**config.mk**
```make
export PLATFORM = sky130hd
export DESIGN_NAME = if_stage
export DESIGN_NICKNAME = d
export VERILOG_FILES = /design/src/common/if_addr_pkg.sv /design/src/common/if_ctrl_pkg.sv /design/src/common/fetch_if.sv /design/src/fetch/fetch_unit.sv /design/src/if_control.sv /design/src/if_id_regs.sv /design/src/if_stage.sv /design/src/pc_check.sv /design/src/pc_select.sv
export SDC_FILE = /design/constraint.sdc
export NUM_CORES = 1
export LEC_CHECK = 0
export ABC_CLOCK_PERIOD_IN_PS = 3500
export BUFFER_PORTS_ARGS = -buffer_cell sky130_fd_sc_hd__buf_2
export CAP_MARGIN = 0
export CELL_PAD_IN_SITES_DETAIL_PLACEMENT = 1
export CELL_PAD_IN_SITES_GLOBAL_PLACEMENT = 1
export CORE_MARGIN = 8
export CORE_UTILIZATION = 35
export DETAILED_ROUTE_END_ITERATION = 16
export GPL_TIMING_DRIVEN = 0
export MAX_ROUTING_LAYER = met4
export PLACE_DENSITY_LB_ADDON = 0.1
export SLEW_MARGIN = 20
export SYNTH_ARGS = -nofsm -noshare
export SYNTH_HDL_FRONTEND = slang
export SYNTH_SLANG_ARGS = --single-unit
```
**constraint.sdc**
```tcl
create_clock -name clk_i -period 3.5 [get_ports clk_i]
set_input_delay 0 -clock clk_i [delete_from_list [all_inputs] [get_ports clk_i]]
set_output_delay 0 -clock clk_i [all_outputs]
set_load 0.02 [all_outputs]
```
**src/common/if_addr_pkg.sv**
```systemverilog
/*
 * address and instruction types of the fetch stage
 * widths, PC step and default debug module addresses
 */

`default_nettype none

package if_addr_pkg;

  parameter int unsigned ADDR_W  = 32;
  parameter int unsigned INSTR_W = 32;

  typedef logic [ADDR_W-1:0]  addr_t;
  typedef logic [INSTR_W-1:0] instr_t;

  // boot address and trap base are 256 byte aligned
  parameter int unsigned VEC_ALIGN_BITS = 8;

  // no compressed instructions, so the PC always steps by one word
  parameter addr_t INSTR_BYTES = addr_t'(4);

  // debug module entry points, overridable at the top level
  parameter addr_t DM_HALT_ADDR_DFLT = 32'h1A11_0800;
  parameter addr_t DM_EXC_ADDR_DFLT  = 32'h1A11_0808;

endpackage

`default_nettype wire

```
**src/common/if_ctrl_pkg.sv**
```systemverilog
/*
 * control encodings for the instruction fetch stage
 * next-PC source and exception vector source
 */

`default_nettype none

package if_ctrl_pkg;

  // next-PC source, driven by the controller with pc_set
  typedef enum logic [2:0] {
    PC_BOOT = 3'd0,
    PC_JUMP = 3'd1,
    PC_EXC  = 3'd2,
    PC_ERET = 3'd3,
    PC_DRET = 3'd4
  } pc_sel_e;

  // exception vector source, only used with PC_EXC
  typedef enum logic [1:0] {
    EXC_PC_EXC     = 2'd0,
    EXC_PC_IRQ     = 2'd1,
    EXC_PC_DBD     = 2'd2,
    EXC_PC_DBG_EXC = 2'd3
  } exc_pc_sel_e;

endpackage

`default_nettype wire

```
**src/common/fetch_if.sv**
```systemverilog
/*
 * fetched word channel between the fetch unit and the IF-ID logic
 * valid/ready handshake with word, address and bus error
 */

`timescale 1ns/1ps
`default_nettype none

interface fetch_if import if_addr_pkg::*; ();

  logic   valid;
  logic   ready;
  instr_t rdata;
  addr_t  addr;
  logic   err;

  // producer side, the fetch unit
  modport fetch (output valid, rdata, addr, err, input ready);

  // handshake side, accepts words into IF-ID
  modport ctrl (input valid, output ready);

  // observers of the current word
  modport data (input valid, ready, rdata, addr, err);

endinterface

`default_nettype wire

```
**src/fetch/fetch_unit.sv**
```systemverilog
/*
 * instruction bus master with one outstanding request
 * fetches sequential words into a one-word buffer, flushed on redirect
 */

`timescale 1ns/1ps
`default_nettype none

module fetch_unit import if_addr_pkg::*; (
  input  logic   clk_i,
  input  logic   rst_ni,
  input  logic   req_i,
  input  logic   pc_set_i,
  input  addr_t  fetch_addr_i,
  output logic   instr_req_o,
  output addr_t  instr_addr_o,
  input  logic   instr_gnt_i,
  input  logic   instr_rvalid_i,
  input  instr_t instr_rdata_i,
  input  logic   instr_err_i,
  output logic   busy_o,
  fetch_if.fetch fetch_o
);

  logic   req_q, req_d;
  logic   outstanding_q, outstanding_d;
  logic   discard_q, discard_d;
  logic   buf_valid_q, buf_valid_d;
  addr_t  req_addr_q;
  addr_t  next_addr_q;
  addr_t  target_addr;
  addr_t  start_addr;
  instr_t buf_data_q;
  addr_t  buf_addr_q;
  logic   buf_err_q;
  logic   transfer;
  logic   rvalid_keep;
  logic   req_start;

  // redirect target, forced to a word boundary
  assign target_addr = {fetch_addr_i[ADDR_W-1:2], 2'b00};
  assign start_addr  = pc_set_i ? target_addr : next_addr_q;

  assign transfer    = buf_valid_q & fetch_o.ready;
  // a response that lines up with a redirect is stale too
  assign rvalid_keep = instr_rvalid_i & ~discard_q & ~pc_set_i;

  // new request only with the bus idle and room for the response
  assign req_start = req_i & ~req_q & ~outstanding_q & (pc_set_i | ~buf_valid_q | transfer);

  assign req_d         = req_start | (req_q & ~instr_gnt_i);
  assign outstanding_d = (req_q & instr_gnt_i) | (outstanding_q & ~instr_rvalid_i);
  // pending or granted request from before the redirect gets dropped
  assign discard_d     = (discard_q & ~instr_rvalid_i) |
                         (pc_set_i & (req_q | (outstanding_q & ~instr_rvalid_i)));

  always_comb begin
    buf_valid_d = buf_valid_q;
    if (pc_set_i) begin
      buf_valid_d = 1'b0;
    end else if (rvalid_keep) begin
      buf_valid_d = 1'b1;
    end else if (transfer) begin
      buf_valid_d = 1'b0;
    end
  end

  always_ff @(posedge clk_i or negedge rst_ni) begin
    if (!rst_ni) begin
      req_q         <= 1'b0;
      outstanding_q <= 1'b0;
      discard_q     <= 1'b0;
      buf_valid_q   <= 1'b0;
    end else begin
      req_q         <= req_d;
      outstanding_q <= outstanding_d;
      discard_q     <= discard_d;
      buf_valid_q   <= buf_valid_d;
    end
  end

  always_ff @(posedge clk_i) begin
    if (req_start) begin
      req_addr_q  <= start_addr;
      next_addr_q <= start_addr + INSTR_BYTES;
    end else if (pc_set_i) begin
      next_addr_q <= target_addr;
    end
    // buffer address tracks the next word due at IF, even when empty
    if (rvalid_keep) begin
      buf_data_q <= instr_rdata_i;
      buf_err_q  <= instr_err_i;
      buf_addr_q <= req_addr_q;
    end else if (pc_set_i) begin
      buf_addr_q <= target_addr;
    end else if (transfer) begin
      buf_addr_q <= buf_addr_q + INSTR_BYTES;
    end
  end

  assign instr_req_o  = req_q;
  assign instr_addr_o = req_addr_q;
  assign busy_o       = req_q | outstanding_q;

  assign fetch_o.valid = buf_valid_q;
  assign fetch_o.rdata = buf_data_q;
  assign fetch_o.addr  = buf_addr_q;
  assign fetch_o.err   = buf_err_q;

  // the bus answers only granted requests
  a_rvalid_outstanding: assert property (@(posedge clk_i) disable iff (!rst_ni)
    instr_rvalid_i |-> outstanding_q);

  // the bus grants only a pending request
  a_gnt_with_req: assert property (@(posedge clk_i) disable iff (!rst_ni)
    instr_gnt_i |-> instr_req_o);

endmodule

`default_nettype wire

```
**src/if_control.sv**
```systemverilog
/*
 * IF-ID handshake control
 * accepts fetched words, holds ID valid and new flags, reports busy
 */

`timescale 1ns/1ps
`default_nettype none

module if_control (
  input  logic  clk_i,
  input  logic  rst_ni,
  input  logic  id_in_ready_i,
  input  logic  pc_set_i,
  input  logic  instr_valid_clear_i,
  input  logic  fetch_busy_i,
  output logic  instr_valid_id_o,
  output logic  instr_new_id_o,
  output logic  if_busy_o,
  output logic  pipe_we_o,
  fetch_if.ctrl fetch_i
);

  logic instr_valid_id_q, instr_valid_id_d;
  logic instr_new_id_q;

  // ID takes a word whenever it can
  assign fetch_i.ready = id_in_ready_i;

  // a word accepted during a redirect is squashed
  assign pipe_we_o = fetch_i.valid & id_in_ready_i & ~pc_set_i;

  // valid holds until the controller clears it
  assign instr_valid_id_d = pipe_we_o | (instr_valid_id_q & ~instr_valid_clear_i);

  always_ff @(posedge clk_i or negedge rst_ni) begin
    if (!rst_ni) begin
      instr_valid_id_q <= 1'b0;
      instr_new_id_q   <= 1'b0;
    end else begin
      instr_valid_id_q <= instr_valid_id_d;
      // one cycle pulse per accepted word
      instr_new_id_q   <= pipe_we_o;
    end
  end

  assign instr_valid_id_o = instr_valid_id_q;
  assign instr_new_id_o   = instr_new_id_q;

  // busy while the bus side has a request in progress
  assign if_busy_o = fetch_busy_i;

  // a fetched word stays offered until ID takes it or a redirect drops it
  a_valid_held: assert property (@(posedge clk_i) disable iff (!rst_ni)
    fetch_i.valid && !id_in_ready_i && !pc_set_i |=> fetch_i.valid);

endmodule

`default_nettype wire

```
**src/if_id_regs.sv**
```systemverilog
/*
 * IF-ID pipeline register
 * instruction word, PC and fetch error, frozen while ID stalls
 */

`timescale 1ns/1ps
`default_nettype none

module if_id_regs import if_addr_pkg::*; (
  input  logic   clk_i,
  input  logic   pipe_we_i,
  output instr_t instr_rdata_id_o,
  output addr_t  pc_id_o,
  output logic   instr_fetch_err_o,
  output addr_t  pc_if_o,
  fetch_if.data  fetch_i
);

  // payload only, qualified by the valid flag in if_control
  always_ff @(posedge clk_i) begin
    if (pipe_we_i) begin
      instr_rdata_id_o  <= fetch_i.rdata;
      pc_id_o           <= fetch_i.addr;
      instr_fetch_err_o <= fetch_i.err;
    end
  end

  // address of the word currently at IF
  assign pc_if_o = fetch_i.addr;

endmodule

`default_nettype wire

```
**src/if_stage.sv**
```systemverilog
/*
 * instruction fetch stage top level
 * PC selection, bus fetch, IF-ID register and PC increment check
 */

`timescale 1ns/1ps
`default_nettype none

module if_stage import if_addr_pkg::*, if_ctrl_pkg::*; #(
  parameter addr_t DmHaltAddr      = DM_HALT_ADDR_DFLT,
  parameter addr_t DmExceptionAddr = DM_EXC_ADDR_DFLT
) (
  input  logic        clk_i,
  input  logic        rst_ni,
  input  addr_t       boot_addr_i,
  input  logic        req_i,
  // instruction bus
  output logic        instr_req_o,
  output addr_t       instr_addr_o,
  input  logic        instr_gnt_i,
  input  logic        instr_rvalid_i,
  input  instr_t      instr_rdata_i,
  input  logic        instr_err_i,
  // towards ID
  output logic        instr_valid_id_o,
  output logic        instr_new_id_o,
  output instr_t      instr_rdata_id_o,
  output logic        instr_fetch_err_o,
  output addr_t       pc_if_o,
  output addr_t       pc_id_o,
  // control from the controller
  input  logic        instr_valid_clear_i,
  input  logic        pc_set_i,
  input  pc_sel_e     pc_mux_i,
  input  exc_pc_sel_e exc_pc_mux_i,
  input  addr_t       branch_target_ex_i,
  // CSRs
  input  addr_t       csr_mepc_i,
  input  addr_t       csr_depc_i,
  input  addr_t       csr_mtvec_i,
  output logic        csr_mtvec_init_o,
  input  logic        id_in_ready_i,
  output logic        pc_mismatch_alert_o,
  output logic        if_busy_o
);

  addr_t fetch_addr_n;
  logic  fetch_busy;
  logic  pipe_we;

  fetch_if fetch_bus ();

  pc_select #(
    .DmHaltAddr      (DmHaltAddr),
    .DmExceptionAddr (DmExceptionAddr)
  ) pc_select_i (
    .boot_addr_i        (boot_addr_i),
    .branch_target_ex_i (branch_target_ex_i),
    .csr_mepc_i         (csr_mepc_i),
    .csr_depc_i         (csr_depc_i),
    .csr_mtvec_i        (csr_mtvec_i),
    .pc_mux_i           (pc_mux_i),
    .exc_pc_mux_i       (exc_pc_mux_i),
    .pc_set_i           (pc_set_i),
    .fetch_addr_o       (fetch_addr_n),
    .csr_mtvec_init_o   (csr_mtvec_init_o)
  );

  fetch_unit fetch_unit_i (
    .clk_i          (clk_i),
    .rst_ni         (rst_ni),
    .req_i          (req_i),
    .pc_set_i       (pc_set_i),
    .fetch_addr_i   (fetch_addr_n),
    .instr_req_o    (instr_req_o),
    .instr_addr_o   (instr_addr_o),
    .instr_gnt_i    (instr_gnt_i),
    .instr_rvalid_i (instr_rvalid_i),
    .instr_rdata_i  (instr_rdata_i),
    .instr_err_i    (instr_err_i),
    .busy_o         (fetch_busy),
    .fetch_o        (fetch_bus.fetch)
  );

  if_control if_control_i (
    .clk_i               (clk_i),
    .rst_ni              (rst_ni),
    .id_in_ready_i       (id_in_ready_i),
    .pc_set_i            (pc_set_i),
    .instr_valid_clear_i (instr_valid_clear_i),
    .fetch_busy_i        (fetch_busy),
    .instr_valid_id_o    (instr_valid_id_o),
    .instr_new_id_o      (instr_new_id_o),
    .if_busy_o           (if_busy_o),
    .pipe_we_o           (pipe_we),
    .fetch_i             (fetch_bus.ctrl)
  );

  if_id_regs if_id_regs_i (
    .clk_i             (clk_i),
    .pipe_we_i         (pipe_we),
    .instr_rdata_id_o  (instr_rdata_id_o),
    .pc_id_o           (pc_id_o),
    .instr_fetch_err_o (instr_fetch_err_o),
    .pc_if_o           (pc_if_o),
    .fetch_i           (fetch_bus.data)
  );

  pc_check pc_check_i (
    .clk_i               (clk_i),
    .rst_ni              (rst_ni),
    .pipe_we_i           (pipe_we),
    .pc_set_i            (pc_set_i),
    .pc_id_i             (pc_id_o),
    .pc_mismatch_alert_o (pc_mismatch_alert_o),
    .fetch_i             (fetch_bus.data)
  );

endmodule

`default_nettype wire

```
**src/pc_check.sv**
```systemverilog
/*
 * sequential PC check
 * alerts when the IF address is not the ID address plus one word
 */

`timescale 1ns/1ps
`default_nettype none

module pc_check import if_addr_pkg::*; (
  input  logic  clk_i,
  input  logic  rst_ni,
  input  logic  pipe_we_i,
  input  logic  pc_set_i,
  input  addr_t pc_id_i,
  output logic  pc_mismatch_alert_o,
  fetch_if.data fetch_i
);

  logic  prev_seq_q, prev_seq_d;
  addr_t pc_id_incr;

  // armed by a transfer, disarmed by any redirect
  assign prev_seq_d = (prev_seq_q | pipe_we_i) & ~pc_set_i;

  always_ff @(posedge clk_i or negedge rst_ni) begin
    if (!rst_ni) begin
      prev_seq_q <= 1'b0;
    end else begin
      prev_seq_q <= prev_seq_d;
    end
  end

  assign pc_id_incr = pc_id_i + INSTR_BYTES;

  // IF must follow straight on from ID
  assign pc_mismatch_alert_o = prev_seq_q & (fetch_i.addr != pc_id_incr);

endmodule

`default_nettype wire

```
**src/pc_select.sv**
```systemverilog
/*
 * next fetch address selection
 * exception vector mux, next-PC mux and mtvec init on boot
 */

`timescale 1ns/1ps
`default_nettype none

module pc_select import if_addr_pkg::*, if_ctrl_pkg::*; #(
  parameter addr_t DmHaltAddr      = DM_HALT_ADDR_DFLT,
  parameter addr_t DmExceptionAddr = DM_EXC_ADDR_DFLT
) (
  input  addr_t       boot_addr_i,
  input  addr_t       branch_target_ex_i,
  input  addr_t       csr_mepc_i,
  input  addr_t       csr_depc_i,
  input  addr_t       csr_mtvec_i,
  input  pc_sel_e     pc_mux_i,
  input  exc_pc_sel_e exc_pc_mux_i,
  input  logic        pc_set_i,
  output addr_t       fetch_addr_o,
  output logic        csr_mtvec_init_o
);

  // clears the low bits of a vector base
  localparam addr_t VecBaseMask = ~addr_t'((1 << VEC_ALIGN_BITS) - 1);

  addr_t exc_pc;
  addr_t boot_pc;

  assign boot_pc = boot_addr_i & VecBaseMask;

  // traps and interrupts share the mtvec base, no vectored mode
  always_comb begin
    unique case (exc_pc_mux_i)
      EXC_PC_EXC:     exc_pc = csr_mtvec_i & VecBaseMask;
      EXC_PC_IRQ:     exc_pc = csr_mtvec_i & VecBaseMask;
      EXC_PC_DBD:     exc_pc = DmHaltAddr;
      EXC_PC_DBG_EXC: exc_pc = DmExceptionAddr;
      default:        exc_pc = csr_mtvec_i & VecBaseMask;
    endcase
  end

  always_comb begin
    unique case (pc_mux_i)
      PC_BOOT: fetch_addr_o = boot_pc;
      PC_JUMP: fetch_addr_o = branch_target_ex_i;
      PC_EXC:  fetch_addr_o = exc_pc;
      // return from trap or from debug mode
      PC_ERET: fetch_addr_o = csr_mepc_i;
      PC_DRET: fetch_addr_o = csr_depc_i;
      default: fetch_addr_o = boot_pc;
    endcase
  end

  // CSR file loads mtvec from the boot address
  assign csr_mtvec_init_o = pc_set_i & (pc_mux_i == PC_BOOT);

  // controller must give a legal source with every redirect
  always_comb begin
    if (pc_set_i) begin
      a_pc_mux_known: assert (pc_mux_i inside {PC_BOOT, PC_JUMP, PC_EXC, PC_ERET, PC_DRET});
    end
  end

endmodule

`default_nettype wire
```
==> metrics.txt <==
post-route minimum period 3.42 ns; WHS between 0.015 and 0.02 ns; Synth Instances 948; Fillers between 3000 and 4000; Slew HR 0.436; initial antenna violation count 2; dpl ws -0.411 ns; min-delay src csr_mtvec_i[17]; CTS tree built; crit start category flop; largest delay contributor family on the critical path simple AND/OR/NAND/NOR gates; EDFF count, synth about 160; die area roughly 36000 sq um; slowest CP cell edfxtp_1; Comb pwr share 0.217; wire per inst 21.6 um; max incr delay on CP 0.49 ns; Worst setup EP type output port; Worst EP required between 3 and 4 ns; register area approximately 5700 sq um; final WL 38000 um; CTS Buffer Depth 3; leakage power 5.54 nW; Hold WC Path Type input port to flop; Reg clk slew, reported paths 0.06 ns; CP max FO 7; Final Cell Area 14000 sq um; P_sw 2.12 mW; total grt overflow 0; maximum vdd drop 0.000247 V; first-pass GRT wire length 57600 um; syn_nets 1157; P per Cell Area 498 nW/um^2; CP Buf/Inv Count 1; buffers added on ports between 300 and 400; half-perimeter wire length after placement 29900 um; Post-synth ARST share 0.0348; dominant synthesized flop cell edfxtp_1; sw frac 0.305; Iter 0 DRT Violations 380; core footprint 29500 sq um; die width 189 um; Worst setup startpoint if_id_regs_i.pc_id_o[12]; Yosys reg bits 201; area of the mapped netlist 10400 sq um; Synth area leaders edfxtp_1, dfxtp_1, xor2_1; TritonCTS Sinks approximately 200; H-tree depth 1; layout cells sized above 1 0.317; CTS Root Buffer Type clkbuf_16; number of detailed-route iterations in the first pass 4; Clock Skew around 0.020 ns; vias in the first global route 9646; drc violations 0; Area after DPL 12600 sq um; Area Overhead vs Synth 33.6%; Fin. Hold Viols 0; final core utilization 0.473; Total GRT Usage 0.212; CP Cell Sequence nand4_4 -> nor4_4 -> nand2_2 -> nor3_1 -> a211oi_1 -> or3b_1 -> a221o_1 -> o41a_1 -> buf_2; num ports 341; Skew-Pair Late Insertion Delay 0.51 ns; Tcrit/Tclk final 0.978; Max Transition Viols Final 0; Least-Margin Pin Slew 0.838 ns; RSZ-0062 raised after global routing yes; setup ws final 0.0775 ns; Seq/Total Area, Yosys 0.544; Reg2Reg Launch Point fetch_unit_i.fetch_o.addr[4]; area of the multi-input gates 4460 sq um; Final ANT Viol Nets 0; endpoints failing setup 0; routability cong. 0.828; WS Path Type flop to output port; average cell area after synthesis 11.0 sq um; outcome finished, final reports clean; Yosys cell types 85; final net count 1561; yosys warns 0; Flop pwr share 0.456; Num CTS Buffers 22; DIE HEIGHT 189 um; Max Fclk 292 MHz; post-synth top area cell edfxtp_1; clock power share 0.327; Via density ~5.1; Yosys top cell area share 0.466; FP Rows 63; Max Cap Viol 0; via count 8935; Worst EP arrival 3.42 ns; initial cell density of the core 0.354; Internal Power 4.83 mW; pin count of the biggest net entering global routing 37
## layer usage
metal	track usage	wire length [um]
met1	0.265	17000
met2	0.361	18700
met3	0.0386	2040
met4	0.0328	354
met5	-	0
## layout by cell type (no fill, tap or decap), drive strengths merged, types with 38 or more instances in the layout
| cell | synthesis | layout |
|---|---|---|
| xnor2 | 38 | 38 |
| edfxtp | 162 | 162 |
| o21ai | 59 | 59 |
| dlygate4sd3 | 0 | 51 |
| nor2 | 76 | 76 |
| xor2 | 48 | 48 |
| a21oi | 52 | 52 |
| buf | 27 | 355 |
| nand2 | 88 | 88 |
| clkbuf | 22 | 53 |
## area by class of cell
cell class | instances | share of cell area
timing repair buffer | 380 | 0.160
sequential | 201 | 0.407
clock buffer | 30 | 0.0452
multi-input combinational | 671 | 0.320
clock inverter | 10 | 0.00610
buffer | 49 | 0.0195
antenna | 2 | 0.000359
inverter | 27 | 0.00726
tap | 390 | 0.0350
## tightest hold or removal path: stages
cell     delay (ns)
buf_2          0.10
nand2_1        0.08
a31oi_2        0.15
## power by group through the flow
stage,clock (mW),sequential (mW),combinational (mW)
finish,2.27,3.17,1.51
global route,2.41,3.20,1.64
CTS,2.33,3.17,1.52
detailed placement,0,3.22,1.45
global placement,0,3.21,1.42
floorplan,0,3.33,0.704
## state kept, by name (all words and copies together), names as in the netlist
signal                          flops
fetch_unit_i.outstanding_q          1
fetch_unit_i.instr_req_o            1
fetch_unit_i.fetch_o.valid          1
pc_check_i.prev_seq_q               1
if_id_regs_i.pc_id_o               32
fetch_unit_i.next_addr_q           32
fetch_unit_i.instr_addr_o          32
if_control_i.instr_new_id_o         1
if_id_regs_i.instr_rdata_id_o      32
fetch_unit_i.fetch_o.err            1
fetch_unit_i.discard_q              1
if_control_i.instr_valid_id_o       1
fetch_unit_i.fetch_o.rdata         32
fetch_unit_i.fetch_o.addr          32
if_id_regs_i.instr_fetch_err_o      1
## cells by family after synthesis
family	after synthesis	synth area share
muxes	10	0.00958
buffers and inverters	76	0.0353
DFF	201	0.544
AOI/OAI and AO/OA	240	0.158
adders and majority gates	3	0.00359
xor gates and xnor gates	86	0.0728
and+or+nand+nor	332	0.177
## final timing paths
| check | slack [ns] | endpoint | cells past startpoint |
|---|---|---|---|
| hold / removal | 0.02 | fetch_unit_i.instr_addr_o[17] | 3 |
| hold reg to reg | 0.42 | if_id_regs_i.instr_rdata_id_o[16] | 0 |
| setup reg to reg | 0.43 | fetch_unit_i.fetch_o.addr[30] | 8 |
| min in group asynchronous | 0.47 | if_control_i.instr_valid_id_o | 3 |
| max in group asynchronous | 2.78 | fetch_unit_i.fetch_o.valid | 3 |
| setup / recovery | 0.08 | pc_mismatch_alert_o | 9 |
## cells in the mapped netlist (17+ instances only)
library cell,number
a21oi_1,51
clkbuf_1,22
dfxtp_1,32
edfxtp_1,162
xor2_1,48
o21ai_0,57
xnor2_1,37
inv_1,27
o22ai_1,20
nor2_1,75
nand4_1,17
nand2_1,87
nand3_1,31
o21a_1,17
## through the flow
stage	TNS, ns	total power [mW]	std cells
final	0	6.94	1760
after global routing	-0.0443	7.26	1760
after CTS	0	7.02	1752
after detailed placement	-23.45	4.67	1658
after global placement	-123.07	4.63	1655
after floorplan	0	4.03	948
## repair_timing
action	4_1_cts	5_1_grt
hold buffers	51	0
setup endpoints to repair	1	2
endpoints found under the hold margin	57	0
buffers inserted	3	6
pin swaps	1	4
gates resized for setup	4	10
Power figures use the tool's default switching activity.
